--- src/verilog/audio_pkg.sv ---
//####################
// Audio block shared definitions
// Widths, register map and control bits
//####################
`default_nettype none

package audio_pkg;

    // One channel and one stereo FIFO word, left in the upper half
    localparam int SAMPLE_W = 24;
    localparam int FRAME_W  = 2 * SAMPLE_W;

    // Wishbone register map, byte addresses of 32-bit words
    localparam logic [31:0] REG_CTRL      = 32'h00;
    localparam logic [31:0] REG_STATUS    = 32'h04;
    localparam logic [31:0] REG_THRESHOLD = 32'h08;
    localparam logic [31:0] REG_LEFT      = 32'h0C;
    localparam logic [31:0] REG_RIGHT     = 32'h10;

    // Control register bits
    localparam int CTRL_I2S_EN   = 0;
    localparam int CTRL_DAC_EN   = 1;
    localparam int CTRL_DAC_MODE = 2;
    localparam int CTRL_SW_RST   = 3;

endpackage

`default_nettype wire

--- src/verilog/clock_generator.sv ---
//####################
// Audio clock generator
// Strobes for I2S mclk and sclk toggling
//####################
`timescale 1ns/100ps
`default_nettype none

module clock_generator (
    input  logic clk_i,
    input  logic arst_n_i,
    input  logic sw_rst_i,
    output logic mclk_en_o,
    output logic sclk_en_o
);

    logic [3:0] div_cnt;

    // Restart on software reset so framing always starts the same way
    always_ff @(posedge clk_i or negedge arst_n_i) begin
        if (!arst_n_i) begin
            div_cnt <= '0;
        end else if (sw_rst_i) begin
            div_cnt <= '0;
        end else begin
            div_cnt <= div_cnt + 4'd1;
        end
    end

    // Terminal counts, one pulse per 4 and per 16 cycles
    assign mclk_en_o = (div_cnt[1:0] == 2'b11);
    assign sclk_en_o = (div_cnt == 4'hF);

endmodule

`default_nettype wire

--- src/verilog/sample_fifo.sv ---
//####################
// Stereo sample FIFO
// Show-ahead circular buffer with fill level
//####################
`timescale 1ns/100ps
`default_nettype none

module sample_fifo
    import audio_pkg::*;
#(
    parameter int FIFO_LEN_BITS = 4
) (
    input  logic                     clk_i,
    input  logic                     arst_n_i,
    input  logic                     clr_i,
    input  logic                     wr_i,
    input  logic [FRAME_W-1:0]       wr_data_i,
    input  logic                     rd_i,
    output logic [FRAME_W-1:0]       rd_data_o,
    output logic                     empty_o,
    output logic                     full_o,
    output logic [FIFO_LEN_BITS:0]   level_o
);

    localparam int DEPTH = 1 << FIFO_LEN_BITS;

    logic [FRAME_W-1:0]       mem [DEPTH];
    logic [FIFO_LEN_BITS-1:0] wr_ptr;
    logic [FIFO_LEN_BITS-1:0] rd_ptr;
    logic                     do_wr;
    logic                     do_rd;

    // Overfill and underflow requests are dropped
    assign do_wr = wr_i && !full_o;
    assign do_rd = rd_i && !empty_o;

    assign empty_o = (level_o == '0);
    assign full_o  = (level_o == (FIFO_LEN_BITS + 1)'(DEPTH));

    always_ff @(posedge clk_i or negedge arst_n_i) begin
        if (!arst_n_i) begin
            wr_ptr  <= '0;
            rd_ptr  <= '0;
            level_o <= '0;
        end else if (clr_i) begin
            wr_ptr  <= '0;
            rd_ptr  <= '0;
            level_o <= '0;
        end else begin
            if (do_wr) begin
                wr_ptr <= wr_ptr + 1'b1;
            end
            if (do_rd) begin
                rd_ptr <= rd_ptr + 1'b1;
            end
            case ({do_wr, do_rd})
                2'b10:   level_o <= level_o + 1'b1;
                2'b01:   level_o <= level_o - 1'b1;
                default: level_o <= level_o;
            endcase
        end
    end

    always_ff @(posedge clk_i) begin
        if (do_wr) begin
            mem[wr_ptr] <= wr_data_i;
        end
    end

    // Head word visible while not empty
    assign rd_data_o = mem[rd_ptr];

endmodule

`default_nettype wire

--- src/verilog/i2s_master.sv ---
//####################
// I2S master transmitter
// One stereo word per 64-bit frame
//####################
`timescale 1ns/100ps
`default_nettype none

module i2s_master
    import audio_pkg::*;
(
    input  logic               clk_i,
    input  logic               arst_n_i,
    input  logic               sw_rst_i,
    input  logic               enable_i,
    input  logic               mclk_en_i,
    input  logic               sclk_en_i,
    input  logic               fifo_valid_i,
    input  logic [FRAME_W-1:0] fifo_data_i,
    output logic               fifo_ready_o,
    output logic               mclk_o,
    output logic               sclk_o,
    output logic               lrclk_o,
    output logic               sdata_o
);

    logic [5:0]          bit_cnt;
    logic [5:0]          bit_nxt;
    logic [SAMPLE_W-1:0] shift_q;
    logic [SAMPLE_W-1:0] right_q;
    logic                sclk_fall;

    // Data and lrclk change on the falling sclk edge
    assign sclk_fall = sclk_en_i && sclk_o;
    assign bit_nxt   = bit_cnt + 6'd1;

    // Pop on the lrclk falling edge, only with a word waiting
    assign fifo_ready_o = sclk_fall && (bit_nxt == 6'd0) && lrclk_o && enable_i
                          && fifo_valid_i && !sw_rst_i;

    always_ff @(posedge clk_i or negedge arst_n_i) begin
        if (!arst_n_i) begin
            mclk_o  <= 1'b0;
            sclk_o  <= 1'b0;
            lrclk_o <= 1'b0;
            sdata_o <= 1'b0;
            bit_cnt <= 6'h3F;
            shift_q <= '0;
            right_q <= '0;
        end else if (sw_rst_i) begin
            mclk_o  <= 1'b0;
            sclk_o  <= 1'b0;
            lrclk_o <= 1'b0;
            sdata_o <= 1'b0;
            bit_cnt <= 6'h3F;
            shift_q <= '0;
            right_q <= '0;
        end else begin
            if (mclk_en_i) begin
                mclk_o <= ~mclk_o;
            end
            if (sclk_en_i) begin
                sclk_o <= ~sclk_o;
            end
            if (sclk_fall) begin
                bit_cnt <= bit_nxt;
                lrclk_o <= bit_nxt[5];
                if (bit_nxt == 6'd0) begin
                    // Left half starts, underrun sends silence
                    sdata_o <= 1'b0;
                    if (fifo_ready_o) begin
                        shift_q <= fifo_data_i[FRAME_W-1 -: SAMPLE_W];
                        right_q <= fifo_data_i[SAMPLE_W-1:0];
                    end else begin
                        shift_q <= '0;
                        right_q <= '0;
                    end
                end else if (bit_nxt == 6'd32) begin
                    // Delay slot before the right channel
                    sdata_o <= 1'b0;
                    shift_q <= right_q;
                end else begin
                    sdata_o <= shift_q[SAMPLE_W-1];
                    shift_q <= {shift_q[SAMPLE_W-2:0], 1'b0};
                end
            end
        end
    end

endmodule

`default_nettype wire

--- src/verilog/sigma_delta_dac.sv ---
//####################
// First-order sigma-delta DAC
//####################
`timescale 1ns/100ps
`default_nettype none

module sigma_delta_dac
    import audio_pkg::*;
#(
    parameter int DAC_DIV = 256
) (
    input  logic               clk_i,
    input  logic               arst_n_i,
    input  logic               sw_rst_i,
    input  logic               enable_i,
    input  logic               fifo_valid_i,
    input  logic [FRAME_W-1:0] fifo_data_i,
    output logic               fifo_ready_o,
    output logic               phone_l_o,
    output logic               phone_r_o
);

    localparam int DIV_W = (DAC_DIV > 1) ? $clog2(DAC_DIV) : 1;
    // Offset-binary silence
    localparam logic [SAMPLE_W-1:0] MID = {1'b1, {(SAMPLE_W - 1){1'b0}}};

    logic [DIV_W-1:0]    div_cnt;
    logic                period_end;
    logic [SAMPLE_W-1:0] smp_l;
    logic [SAMPLE_W-1:0] smp_r;
    logic [SAMPLE_W-1:0] acc_l;
    logic [SAMPLE_W-1:0] acc_r;
    logic [SAMPLE_W:0]   sum_l;
    logic [SAMPLE_W:0]   sum_r;

    assign period_end   = (div_cnt == DIV_W'(DAC_DIV - 1));
    assign fifo_ready_o = enable_i && !sw_rst_i && period_end && fifo_valid_i;

    // Carry out of the accumulator is the pulse stream
    assign sum_l = {1'b0, acc_l} + {1'b0, smp_l};
    assign sum_r = {1'b0, acc_r} + {1'b0, smp_r};

    always_ff @(posedge clk_i or negedge arst_n_i) begin
        if (!arst_n_i) begin
            div_cnt   <= '0;
            smp_l     <= MID;
            smp_r     <= MID;
            acc_l     <= '0;
            acc_r     <= '0;
            phone_l_o <= 1'b0;
            phone_r_o <= 1'b0;
        end else if (sw_rst_i || !enable_i) begin
            div_cnt   <= '0;
            smp_l     <= MID;
            smp_r     <= MID;
            acc_l     <= '0;
            acc_r     <= '0;
            phone_l_o <= 1'b0;
            phone_r_o <= 1'b0;
        end else begin
            div_cnt <= period_end ? '0 : div_cnt + DIV_W'(1);
            // Flip the sign bit to go from two's complement to offset binary
            if (fifo_ready_o) begin
                smp_l <= {~fifo_data_i[FRAME_W-1], fifo_data_i[FRAME_W-2 -: SAMPLE_W-1]};
                smp_r <= {~fifo_data_i[SAMPLE_W-1], fifo_data_i[SAMPLE_W-2:0]};
            end
            acc_l     <= sum_l[SAMPLE_W-1:0];
            acc_r     <= sum_r[SAMPLE_W-1:0];
            phone_l_o <= sum_l[SAMPLE_W];
            phone_r_o <= sum_r[SAMPLE_W];
        end
    end

endmodule

`default_nettype wire

--- src/verilog/audio_wb_regfile.sv ---
//####################
// Audio Wishbone register file
// Control, status, threshold and sample push
//####################
`timescale 1ns/100ps
`default_nettype none

module audio_wb_regfile
    import audio_pkg::*;
#(
    parameter int FIFO_LEN_BITS = 4
) (
    input  logic                   clk_i,
    input  logic                   arst_n_i,
    input  logic [31:0]            wb_adr_i,
    input  logic [31:0]            wb_dat_i,
    input  logic                   wb_we_i,
    input  logic [3:0]             wb_sel_i,
    input  logic                   wb_stb_i,
    input  logic                   wb_cyc_i,
    input  logic                   fifo_full_i,
    input  logic                   fifo_empty_i,
    input  logic                   fifo_low_i,
    input  logic [FIFO_LEN_BITS:0] fifo_level_i,
    output logic [31:0]            wb_dat_o,
    output logic                   wb_ack_o,
    output logic                   wr_o,
    output logic [FRAME_W-1:0]     wr_data_o,
    output logic [FIFO_LEN_BITS:0] threshold_o,
    output logic                   dac_mode_o,
    output logic                   dac_enable_o,
    output logic                   i2s_enable_o,
    output logic                   sw_rst_o
);

    logic                access;
    logic                wr_en;
    logic                rd_en;
    logic [7:0]          adr;
    logic [SAMPLE_W-1:0] left_q;
    logic                overflow_q;
    logic                push_q;
    logic [31:0]         status_w;
    logic [31:0]         ctrl_w;
    logic [31:0]         rd_mux;

    // No new access during the ack cycle, so ack is one cycle wide
    assign access = wb_stb_i && wb_cyc_i && !wb_ack_o;
    // Any selected lane commits the full word
    assign wr_en  = access && wb_we_i && (|wb_sel_i);
    assign rd_en  = access && !wb_we_i;
    assign adr    = wb_adr_i[7:0];

    always_comb begin
        status_w    = '0;
        status_w[0] = fifo_full_i;
        status_w[1] = fifo_empty_i;
        status_w[2] = fifo_low_i;
        status_w[3] = overflow_q;
        status_w[8 +: FIFO_LEN_BITS + 1] = fifo_level_i;
    end

    // Software reset bit always reads zero
    always_comb begin
        ctrl_w                = '0;
        ctrl_w[CTRL_I2S_EN]   = i2s_enable_o;
        ctrl_w[CTRL_DAC_EN]   = dac_enable_o;
        ctrl_w[CTRL_DAC_MODE] = dac_mode_o;
    end

    always_comb begin
        case (adr)
            REG_CTRL[7:0]:      rd_mux = ctrl_w;
            REG_STATUS[7:0]:    rd_mux = status_w;
            REG_THRESHOLD[7:0]: rd_mux = 32'(threshold_o);
            default:            rd_mux = '0;
        endcase
    end

    always_ff @(posedge clk_i or negedge arst_n_i) begin
        if (!arst_n_i) begin
            wb_ack_o     <= 1'b0;
            wb_dat_o     <= '0;
            i2s_enable_o <= 1'b0;
            dac_enable_o <= 1'b0;
            dac_mode_o   <= 1'b0;
            sw_rst_o     <= 1'b0;
            threshold_o  <= '0;
            overflow_q   <= 1'b0;
            push_q       <= 1'b0;
            wr_o         <= 1'b0;
        end else begin
            wb_ack_o <= access;
            wb_dat_o <= rd_en ? rd_mux : '0;
            sw_rst_o <= 1'b0;
            push_q   <= 1'b0;
            // Push lands one cycle after the ack
            wr_o     <= push_q;
            if (wr_en) begin
                case (adr)
                    REG_CTRL[7:0]: begin
                        i2s_enable_o <= wb_dat_i[CTRL_I2S_EN];
                        dac_enable_o <= wb_dat_i[CTRL_DAC_EN];
                        dac_mode_o   <= wb_dat_i[CTRL_DAC_MODE];
                        sw_rst_o     <= wb_dat_i[CTRL_SW_RST];
                    end
                    REG_THRESHOLD[7:0]: threshold_o <= wb_dat_i[FIFO_LEN_BITS:0];
                    REG_RIGHT[7:0]:     push_q      <= 1'b1;
                    default: ;
                endcase
            end
            // Sticky until status is read, a new drop wins
            if (wr_o && fifo_full_i) begin
                overflow_q <= 1'b1;
            end else if (rd_en && (adr == REG_STATUS[7:0])) begin
                overflow_q <= 1'b0;
            end
        end
    end

    always_ff @(posedge clk_i) begin
        if (wr_en && (adr == REG_LEFT[7:0])) begin
            left_q <= wb_dat_i[SAMPLE_W-1:0];
        end
        if (wr_en && (adr == REG_RIGHT[7:0])) begin
            wr_data_o <= {left_q, wb_dat_i[SAMPLE_W-1:0]};
        end
    end

endmodule

`default_nettype wire

--- src/verilog/psoc_audio.sv ---
//####################
// PSoC audio output top level
// Wishbone FIFO feeding I2S or sigma-delta DAC
//####################
`timescale 1ns/100ps
`default_nettype none

module psoc_audio
    import audio_pkg::*;
#(
    parameter int FIFO_LEN_BITS = 4,
    parameter int DAC_DIV       = 256
) (
    input  logic        clk_i,
    input  logic        arst_n_i,
    input  logic [31:0] wb_adr_i,
    input  logic [31:0] wb_dat_i,
    input  logic        wb_we_i,
    input  logic [3:0]  wb_sel_i,
    input  logic        wb_stb_i,
    input  logic        wb_cyc_i,
    output logic [31:0] wb_dat_o,
    output logic        wb_ack_o,
    output logic        fifo_low_o,
    output logic        i2s_mclk_o,
    output logic        i2s_sclk_o,
    output logic        i2s_lrclk_o,
    output logic        i2s_sdata_o,
    output logic        phone_l_o,
    output logic        phone_r_o
);

    logic                   sw_rst;
    logic                   mclk_en;
    logic                   sclk_en;
    logic                   fifo_wr;
    logic [FRAME_W-1:0]     fifo_wr_data;
    logic [FRAME_W-1:0]     fifo_rd_data;
    logic                   fifo_rd;
    logic                   fifo_empty;
    logic                   fifo_full;
    logic                   fifo_valid;
    logic [FIFO_LEN_BITS:0] fifo_level;
    logic [FIFO_LEN_BITS:0] threshold;
    logic                   dac_mode;
    logic                   dac_enable;
    logic                   i2s_enable;
    logic                   i2s_ready;
    logic                   dac_ready;

    assign fifo_valid = !fifo_empty;
    // Only the selected sink may pop
    assign fifo_rd    = dac_mode ? dac_ready : i2s_ready;
    // Interrupt-style flag, level strictly under the threshold
    assign fifo_low_o = (fifo_level < threshold);

    clock_generator u_clk_gen (
        .clk_i, .arst_n_i, .sw_rst_i(sw_rst), .mclk_en_o(mclk_en), .sclk_en_o(sclk_en)
    );

    sample_fifo #(.FIFO_LEN_BITS(FIFO_LEN_BITS)) u_fifo (
        .clk_i, .arst_n_i, .clr_i(sw_rst), .wr_i(fifo_wr), .wr_data_i(fifo_wr_data),
        .rd_i(fifo_rd), .rd_data_o(fifo_rd_data), .empty_o(fifo_empty),
        .full_o(fifo_full), .level_o(fifo_level)
    );

    i2s_master u_i2s (
        .clk_i, .arst_n_i, .sw_rst_i(sw_rst), .enable_i(i2s_enable && !dac_mode),
        .mclk_en_i(mclk_en), .sclk_en_i(sclk_en), .fifo_valid_i(fifo_valid),
        .fifo_data_i(fifo_rd_data), .fifo_ready_o(i2s_ready), .mclk_o(i2s_mclk_o),
        .sclk_o(i2s_sclk_o), .lrclk_o(i2s_lrclk_o), .sdata_o(i2s_sdata_o)
    );

    sigma_delta_dac #(.DAC_DIV(DAC_DIV)) u_dac (
        .clk_i, .arst_n_i, .sw_rst_i(sw_rst), .enable_i(dac_enable && dac_mode),
        .fifo_valid_i(fifo_valid), .fifo_data_i(fifo_rd_data), .fifo_ready_o(dac_ready),
        .phone_l_o, .phone_r_o
    );

    audio_wb_regfile #(.FIFO_LEN_BITS(FIFO_LEN_BITS)) u_regs (
        .clk_i, .arst_n_i, .wb_adr_i, .wb_dat_i, .wb_we_i, .wb_sel_i, .wb_stb_i, .wb_cyc_i,
        .fifo_full_i(fifo_full), .fifo_empty_i(fifo_empty), .fifo_low_i(fifo_low_o),
        .fifo_level_i(fifo_level), .wb_dat_o, .wb_ack_o, .wr_o(fifo_wr),
        .wr_data_o(fifo_wr_data), .threshold_o(threshold), .dac_mode_o(dac_mode),
        .dac_enable_o(dac_enable), .i2s_enable_o(i2s_enable), .sw_rst_o(sw_rst)
    );

endmodule

`default_nettype wire

--- config.mk ---
export PLATFORM = sky130hd
export DESIGN_NAME = psoc_audio
export DESIGN_NICKNAME = d
export VERILOG_FILES = /design/src/verilog/audio_pkg.sv /design/src/verilog/clock_generator.sv /design/src/verilog/sample_fifo.sv /design/src/verilog/i2s_master.sv /design/src/verilog/sigma_delta_dac.sv /design/src/verilog/audio_wb_regfile.sv /design/src/verilog/psoc_audio.sv
export SDC_FILE = /design/constraint.sdc
export NUM_CORES = 1
export LEC_CHECK = 0
export ABC_AREA = 1
export ABC_CLOCK_PERIOD_IN_PS = 4800
export CAP_MARGIN = 5
export CORE_ASPECT_RATIO = 0.6
export CORE_MARGIN = 2
export CORE_UTILIZATION = 35
export DETAILED_ROUTE_END_ITERATION = 10
export DONT_BUFFER_PORTS = 1
export SKIP_LAST_GASP = 1
export SYNTH_ARGS = -nofsm -noshare
export SYNTH_HDL_FRONTEND = slang
export SYNTH_SLANG_ARGS = --single-unit
--- constraint.sdc ---
create_clock -name clk_i -period 4.8 [get_ports clk_i]
set_input_delay 0.96 -clock clk_i [delete_from_list [all_inputs] [get_ports clk_i]]
set_output_delay 0.96 -clock clk_i [all_outputs]
set_load 0.05 [all_outputs]
-- After elaboration in Yosys (flattened, before gate mapping)
Memory sizes are Yosys's and may differ from the RTL's.
Index checks and enable logic that the tools add are counted.
W data, S select, Z words.
- bits in registers: 298
- bits in writable memories: 768
- memory bits (read-only): 0
- bits in latches: 0
- output and inout bits: 40
- input port bits: 73
- word-level logic and storage cells: 151
- memories: 1
- memories (memory ; depth ; width ; rd ports ; clocked after Yosys merged registers in ; wr ports ; RTL line ; text):
    u_fifo.mem ; 16 ; 48 ; 1 ; 0 ; 1 ; sample_fifo.sv:27 ; logic [FRAME_W-1:0] mem [DEPTH];
- mux-type cells: 49
- multiply operators: 0
- equal/unequal tests: 11
- reductions and logical operators: 46
- divide/modulo/power cells: 0
- bitwise logic cells: 4
- add/subtract/negate cells: 9
- magnitude comparators: 1
- shift-type cells: 0
- operators with widths (kind ; number):
    $mux W24 ; 15
    $add A24 B24 Y25 ; 2
    $pmux W13 S3 ; 1
    $logic_and A1 B1 Y1 ; 22
    $mux W1 ; 21
    $mux W4 ; 5
    $eq A8 B4 Y1 const B ; 2
    $mux W8 ; 2
    $reduce_bool A2 Y1 ; 8
    $mux W13 ; 1
    $add A4 B1 Y4 const B ; 3
    $mux W6 ; 2
    $pmux W5 S2 ; 1
    $add A8 B1 Y8 const B ; 1
    $eq A8 B3 Y1 const B ; 1
    $eq A8 B5 Y1 const B ; 1
    $eq A8 B8 Y1 const B ; 1
    $logic_not A8 Y1 ; 1
    $logic_not A1 Y1 ; 7
    $add A6 B1 Y6 const B ; 1
    $eq A6 B6 Y1 const B ; 1
    $logic_not A6 Y1 ; 1
    $reduce_and A2 Y1 ; 3
    $add A5 B1 Y5 const B ; 1
    12 further kinds ; 16

-- Logic depth before layout (Yosys ltp)
- word-level depth: 12
- depth in mapped cells: 20
- gate-level depth less buffers: 19

-- Cells and area by module
A second synthesis with hierarchy kept.
- cell total of the unflattened synthesis: 3927
- area, all modules: 44741.7 um2
- by module, submodules not included (module ; sequential area each (um2) ; instances ; area each (um2) ; cells an instance):
    sample_fifo ; 23387.4 ; 1 ; 30722.0 ; 2166
    sigma_delta_dac ; 2655.0 ; 1 ; 7156.9 ; 1090
    audio_wb_regfile ; 2737.6 ; 1 ; 3377.0 ; 217
    i2s_master ; 1458.9 ; 1 ; 3164.3 ; 404
    clock_generator ; 100.1 ; 1 ; 170.2 ; 20
    psoc_audio ; 0.0 ; 1 ; 151.4 ; 30

-- Least setup slack after synthesis
Ideal clock, no wire load.
- path type: input to register
- from: in wb_stb_i
- to: reg u_regs.wr_data_o[0], enable pin
- library setup time: 515 ps
- stages on the path: 4
- path buffers: 0
- data arrival time: 4588 ps
- path slack: -304 ps
- required time: 4285 ps
- cell sequence: nand2_1 nor2_1 nand3_1 nor3_1
- cells in the longest elaborated chain, start to end: 5
- ends and longest elaborated chain (item ; RTL line ; text):
    start: declaration ; psoc_audio.sv:20 ; input logic wb_stb_i,
    $logic_and A1 B1 Y1 (2 in series) ; audio_wb_regfile.sv:48 ; assign access = wb_stb_i && wb_cyc_i && !wb_ack_o;
    via u_regs.access ; audio_wb_regfile.sv:36 ; logic access;
    $logic_and A1 B1 Y1 (2 in series) ; audio_wb_regfile.sv:50 ; assign wr_en = access && wb_we_i && (|wb_sel_i);
    $logic_and A1 B1 Y1 ; audio_wb_regfile.sv:125 ; if (wr_en && (adr == REG_RIGHT[7:0])) begin
    end signal: assignment ; audio_wb_regfile.sv:126 ; wr_data_o <= {left_q, wb_dat_i[SAMPLE_W-1:0]};
    end: declaration ; audio_wb_regfile.sv:28 ; output logic [FRAME_W-1:0] wr_data_o,
The timed path passes the listed nets, and every way through them passes these cells.
A chain may end at the register's enable or synchronous reset.

-- Worst setup path after layout
- from: reg u_regs.sw_rst_o
- to: reg u_fifo.level_o[4]
- cells in the longest elaborated chain, start to end: 9
- elaborated cells on any way between the ends: 12
- classes of those cells: eq/ne (2); mux (3); reduce/logical (7)
- ends and longest elaborated chain (item ; RTL line ; text):
    start: declaration ; audio_wb_regfile.sv:33 ; output logic sw_rst_o
    start signal: assignment ; audio_wb_regfile.sv:105 ; sw_rst_o <= wb_dat_i[CTRL_SW_RST];
    $logic_not A1 Y1 ; i2s_master.sv:38, sigma_delta_dac.sv:37 ;
    $logic_and A1 B1 Y1 (3 in series) ; sigma_delta_dac.sv:37 ; assign fifo_ready_o = enable_i && !sw_rst_i && period_end && fifo_valid_i;
    $mux W1 ; psoc_audio.sv:53 ; assign fifo_rd = dac_mode ? dac_ready : i2s_ready;
    $logic_and A1 B1 Y1 ; sample_fifo.sv:35 ; assign do_rd = rd_i && !empty_o;
    $eq A2 B1 Y1 or $eq A2 B2 Y1 (tied branches) ; sample_fifo.sv:56 ; case ({do_wr, do_rd})
    $pmux W5 S2 ; sample_fifo.sv:56 ;
    $mux W5 ; sample_fifo.sv:45 ; end else if (clr_i) begin
    end signal: assignment ; sample_fifo.sv:57 ; 2'b10: level_o <= level_o + 1'b1;
    end signal: assignment ; sample_fifo.sv:58 ; 2'b01: level_o <= level_o - 1'b1;
    end signal: assignment ; sample_fifo.sv:59 ; default: level_o <= level_o;
    end: declaration ; sample_fifo.sv:22 ; output logic [FIFO_LEN_BITS:0] level_o
Parallel ways exist; a longest one is shown, timed or not.

==> impl_metrics.yaml <==
pwr:
  seqPwrFrac: 0.501
  clockPowerShare: 0.408
  power_switching_mw: 4.98
  peakVddDrop_v: 0.000274
  power_density_mw_per_mm2: 399
  comb_power_share: 0.091
  p_int_mw: 14.7
  p_sw_frac: 0.253
  p_leak_nw: 18.5
cells_and_area:
  seq_area_sq_mm: 0.0303
  multiInputGateArea_sq_mm: 0.0120
  utilization: 0.396
  nets: 4091
  drive_above_1_share: 0.0665
  syn_to_final_growth_pct: 11.6
  fill_cells: 11900
timing:
  timing.slew.headroom: 0.262
  timing.fmax_mhz: 293
  finalSetupTns_ps: 0
  setup_viol: 0
  slew_viol_final: 0
  timing.hold.ws_ps: -36.5
  min_period_ps: 3410
  fin_skew_ps: 20.3
  period_share: 0.711
  worst_pin_slew_ps: 1110
  hold_violations: 37
  grt_setup_unrepaired: "false"
setup_path:
  cp_data_required_time_ps: 5380
  cp_top_family: "buffers and inverters"
  reg2reg_depth: 17
  reg2reg_from: "u_regs.sw_rst_o"
  slowest_stage: "dfrtp_1"
  reg2reg_to: "u_fifo.level_o[4]"
  critPathMaxFanout: 16
  cpMostUsedCell: "nand2_1"
  cpPeakStageDelay_ps: 540
  worstSetupStartpointType: "register"
  cp_num_buf_inv: 4
  startpoint: "u_regs.sw_rst_o"
  r2r_slack_ps: 1390
  critPathArrivalTime_ps: 3990
  crit_path_end_kind: "register"
  worstPathCellList: "inv_1 -> nand3_1 -> buf_4 -> inv_2 -> nand3_2 -> a22oi_1 -> ha_1 -> xor2_1 -> ha_1 -> inv_1 -> nand2_1 -> nand2_1 -> nand2_1 -> nand2_1 -> nand2_1 -> xor2_1 -> o22ai_1"
  path_class: "reg2reg"
clock_tree:
  cts_tree: "built"
  clkTransAtPathRegs_ps: 70
  htreeDepth: 3
  post_cts.resized_instances: 0
  clock_path_buffers: 3
  cts_root_buf: "clkbuf_16"
  numCtsBuffers: 95
  post_cts_buffers: 0
  clk_latency_ps: 710
  cts_sinks: 1044
global_route:
  grt_max_degree: 224
  grt_first_pass_wirelength_um: 178000
  grt_overflow: 0
  grt_pass1_vias: 27100
  track_usage: 0.183
  antenna_found_initial: 4
yosys:
  ys.warnings.count: 0
  syn_inst: 3983
  ys_seq_area_frac: 0.686
  ys_ff_latch: 1044
  syn_area_sq_mm: 0.0442
  avgSynthCellArea_sq_um: 11.1
  ys_types: 49
outcome:
  status: "complete, but fails checks"
  violations: "hold timing"
detailed_routing:
  drc: 0
  final_antenna_net_count: 0
  vias: 29200
  drt_iter0_markers: 3238
  drt-total-wl_um: 120000
  routed_via_density: 5.11
  wl_per_cell_um: 20.9
  first_pass_iters: 8
job:
  maxCapViolations: 0
floorplanning:
  initial_core_util: 0.355
  io_pins: 113
  dieArea_sq_mm: 0.129
  die_w_um: 463
  core_sq_mm: 0.125
  die_h_um: 279
  row_count: 100
min_path:
  hold_path.class: "in2async"
place:
  port_buffers: 0
  gp_congestion: 0.863
  place_hpwl_um: 68700
cell usage after synthesis, drive strengths merged:
cell | count | share of area
nand4 | 68 | 0.0096
nand3b | 1 | 0.00017
and2 | 1 | 0.00014
a22oi | 3 | 0.00051
clkinv | 3 | 0.00028
o21ai | 311 | 0.035
buf | 147 | 0.021
conb | 1 | 0.000085
xor2 | 8 | 0.0016
o21bai | 7 | 0.0013
dfrtp | 196 | 0.11
a32o | 1 | 0.00023
a21o | 6 | 0.0010
nand3 | 333 | 0.038
o21a | 1 | 0.00017
fa | 2 | 0.00091
and3 | 3 | 0.00042
xnor2 | 6 | 0.0012
clkbuf | 66 | 0.0056
a31oi | 1 | 0.00014
edfxtp | 840 | 0.57
nor3b | 3 | 0.00051
a21boi | 26 | 0.0044
dfstp | 8 | 0.0048
nand2 | 970 | 0.083
a22o | 1 | 0.00020
ha | 65 | 0.018
inv | 258 | 0.022
a21oi | 201 | 0.023
nor2 | 351 | 0.030
nor4 | 4 | 0.00071
nor3 | 9 | 0.0010
o211ai | 77 | 0.013
o22ai | 4 | 0.00057
o22a | 1 | 0.00020
metrics by stage:
stage	setup WS, ps	cell area (sq um)	power, mW	std cells
floorplan	620	44300	11.4	4004
global placement	1400	46100	11.8	5537
detailed placement	1380	46100	11.9	5537
CTS	1360	49400	19.9	5714
global route	1030	49400	20.4	5715
finish	1390	49400	19.7	5721
layer usage:
metal | up-vias | routed length [um] | global-route usage
met4 | 0 | 2130 | 0.0398
met2 | 956 | 49400 | 0.255
li1 | 13700 | - | -
met3 | 142 | 9580 | 0.0397
met1 | 14400 | 58500 | 0.287
met5 | - | 0 | 0
area by class of cell:
class	instances	area share
tap	1683	0.0427
timing repair buffer	63	0.0136
inverter	261	0.0201
clock inverter	62	0.0141
multi-input combinational	2486	0.242
antenna	7	0.000355
sequential	1044	0.615
clock buffer	115	0.0520
sequential cells by signal, summed over array words and instances, names as in the netlist, 4 cells and up:
name	flops
u_fifo.level_o	5
u_fifo.mem	768
u_dac.acc_r	24
u_regs.wb_dat_o	10
u_fifo.rd_ptr	4
u_i2s.right_q	24
u_regs.left_q	24
u_i2s.bit_cnt	6
u_i2s.shift_q	24
u_fifo.wr_ptr	4
u_dac.smp_l	24
u_dac.div_cnt	8
u_regs.wr_data_o	48
u_clk_gen.div_cnt	4
u_dac.smp_r	24
u_regs.threshold_o	5
u_dac.acc_l	24
cell usage in the layout (no fill, tap or decap), types with 15 or more instances in the layout:
cell       instances
nand2_1          965
edfxtp_1         840
nor2_1           330
nand3_1          330
inv_1            248
o21ai_0          217
a21oi_1          201
dfrtp_1          193
clkbuf_16        100
o21ai_1           94
o211ai_1          77
nand4_1           68
ha_1              65
buf_4             47
a21boi_0          26
clkinv_2          22
conb_1            22
nor2_4            19
buf_12            16
clkinv_1          15
power by group through the flow:
stage               clock network, mW  registers (mW)  logic, mW
floorplan                           0            10.0       1.35
global placement                    0            10.1       1.77
detailed placement                  0            10.1       1.78
CTS                              8.19            9.88       1.79
global route                     8.55            9.88       1.99
finish                           8.03            9.88       1.80
kinds of logic (layout without fill, tap and decap cells):
| family | count (synthesis) | after routing | share of synthesized area |
|---|---|---|---|
| buf+inv | 474 | 501 | 0.0487 |
| other cells | 1 | 29 | 0.0000848 |
| xor+xnor | 14 | 14 | 0.00277 |
| flops | 1044 | 1044 | 0.686 |
| fa+ha+maj | 67 | 67 | 0.0193 |
| compound gates | 640 | 640 | 0.0797 |
| simple gates | 1743 | 1743 | 0.163 |
worst max-delay path by stage:
stage / end / slack [ps] / depth (start not counted)
after global placement: u_fifo.level_o[4] / 1400 / 17
after CTS: u_fifo.level_o[4] / 1360 / 17
after floorplan: u_regs.left_q[0] / 620 / 5
final: u_fifo.level_o[4] / 1390 / 17
after detailed placement: u_fifo.level_o[4] / 1380 / 17
after global routing: u_fifo.level_o[4] / 1030 / 17
Power figures use the tool's default switching activity.
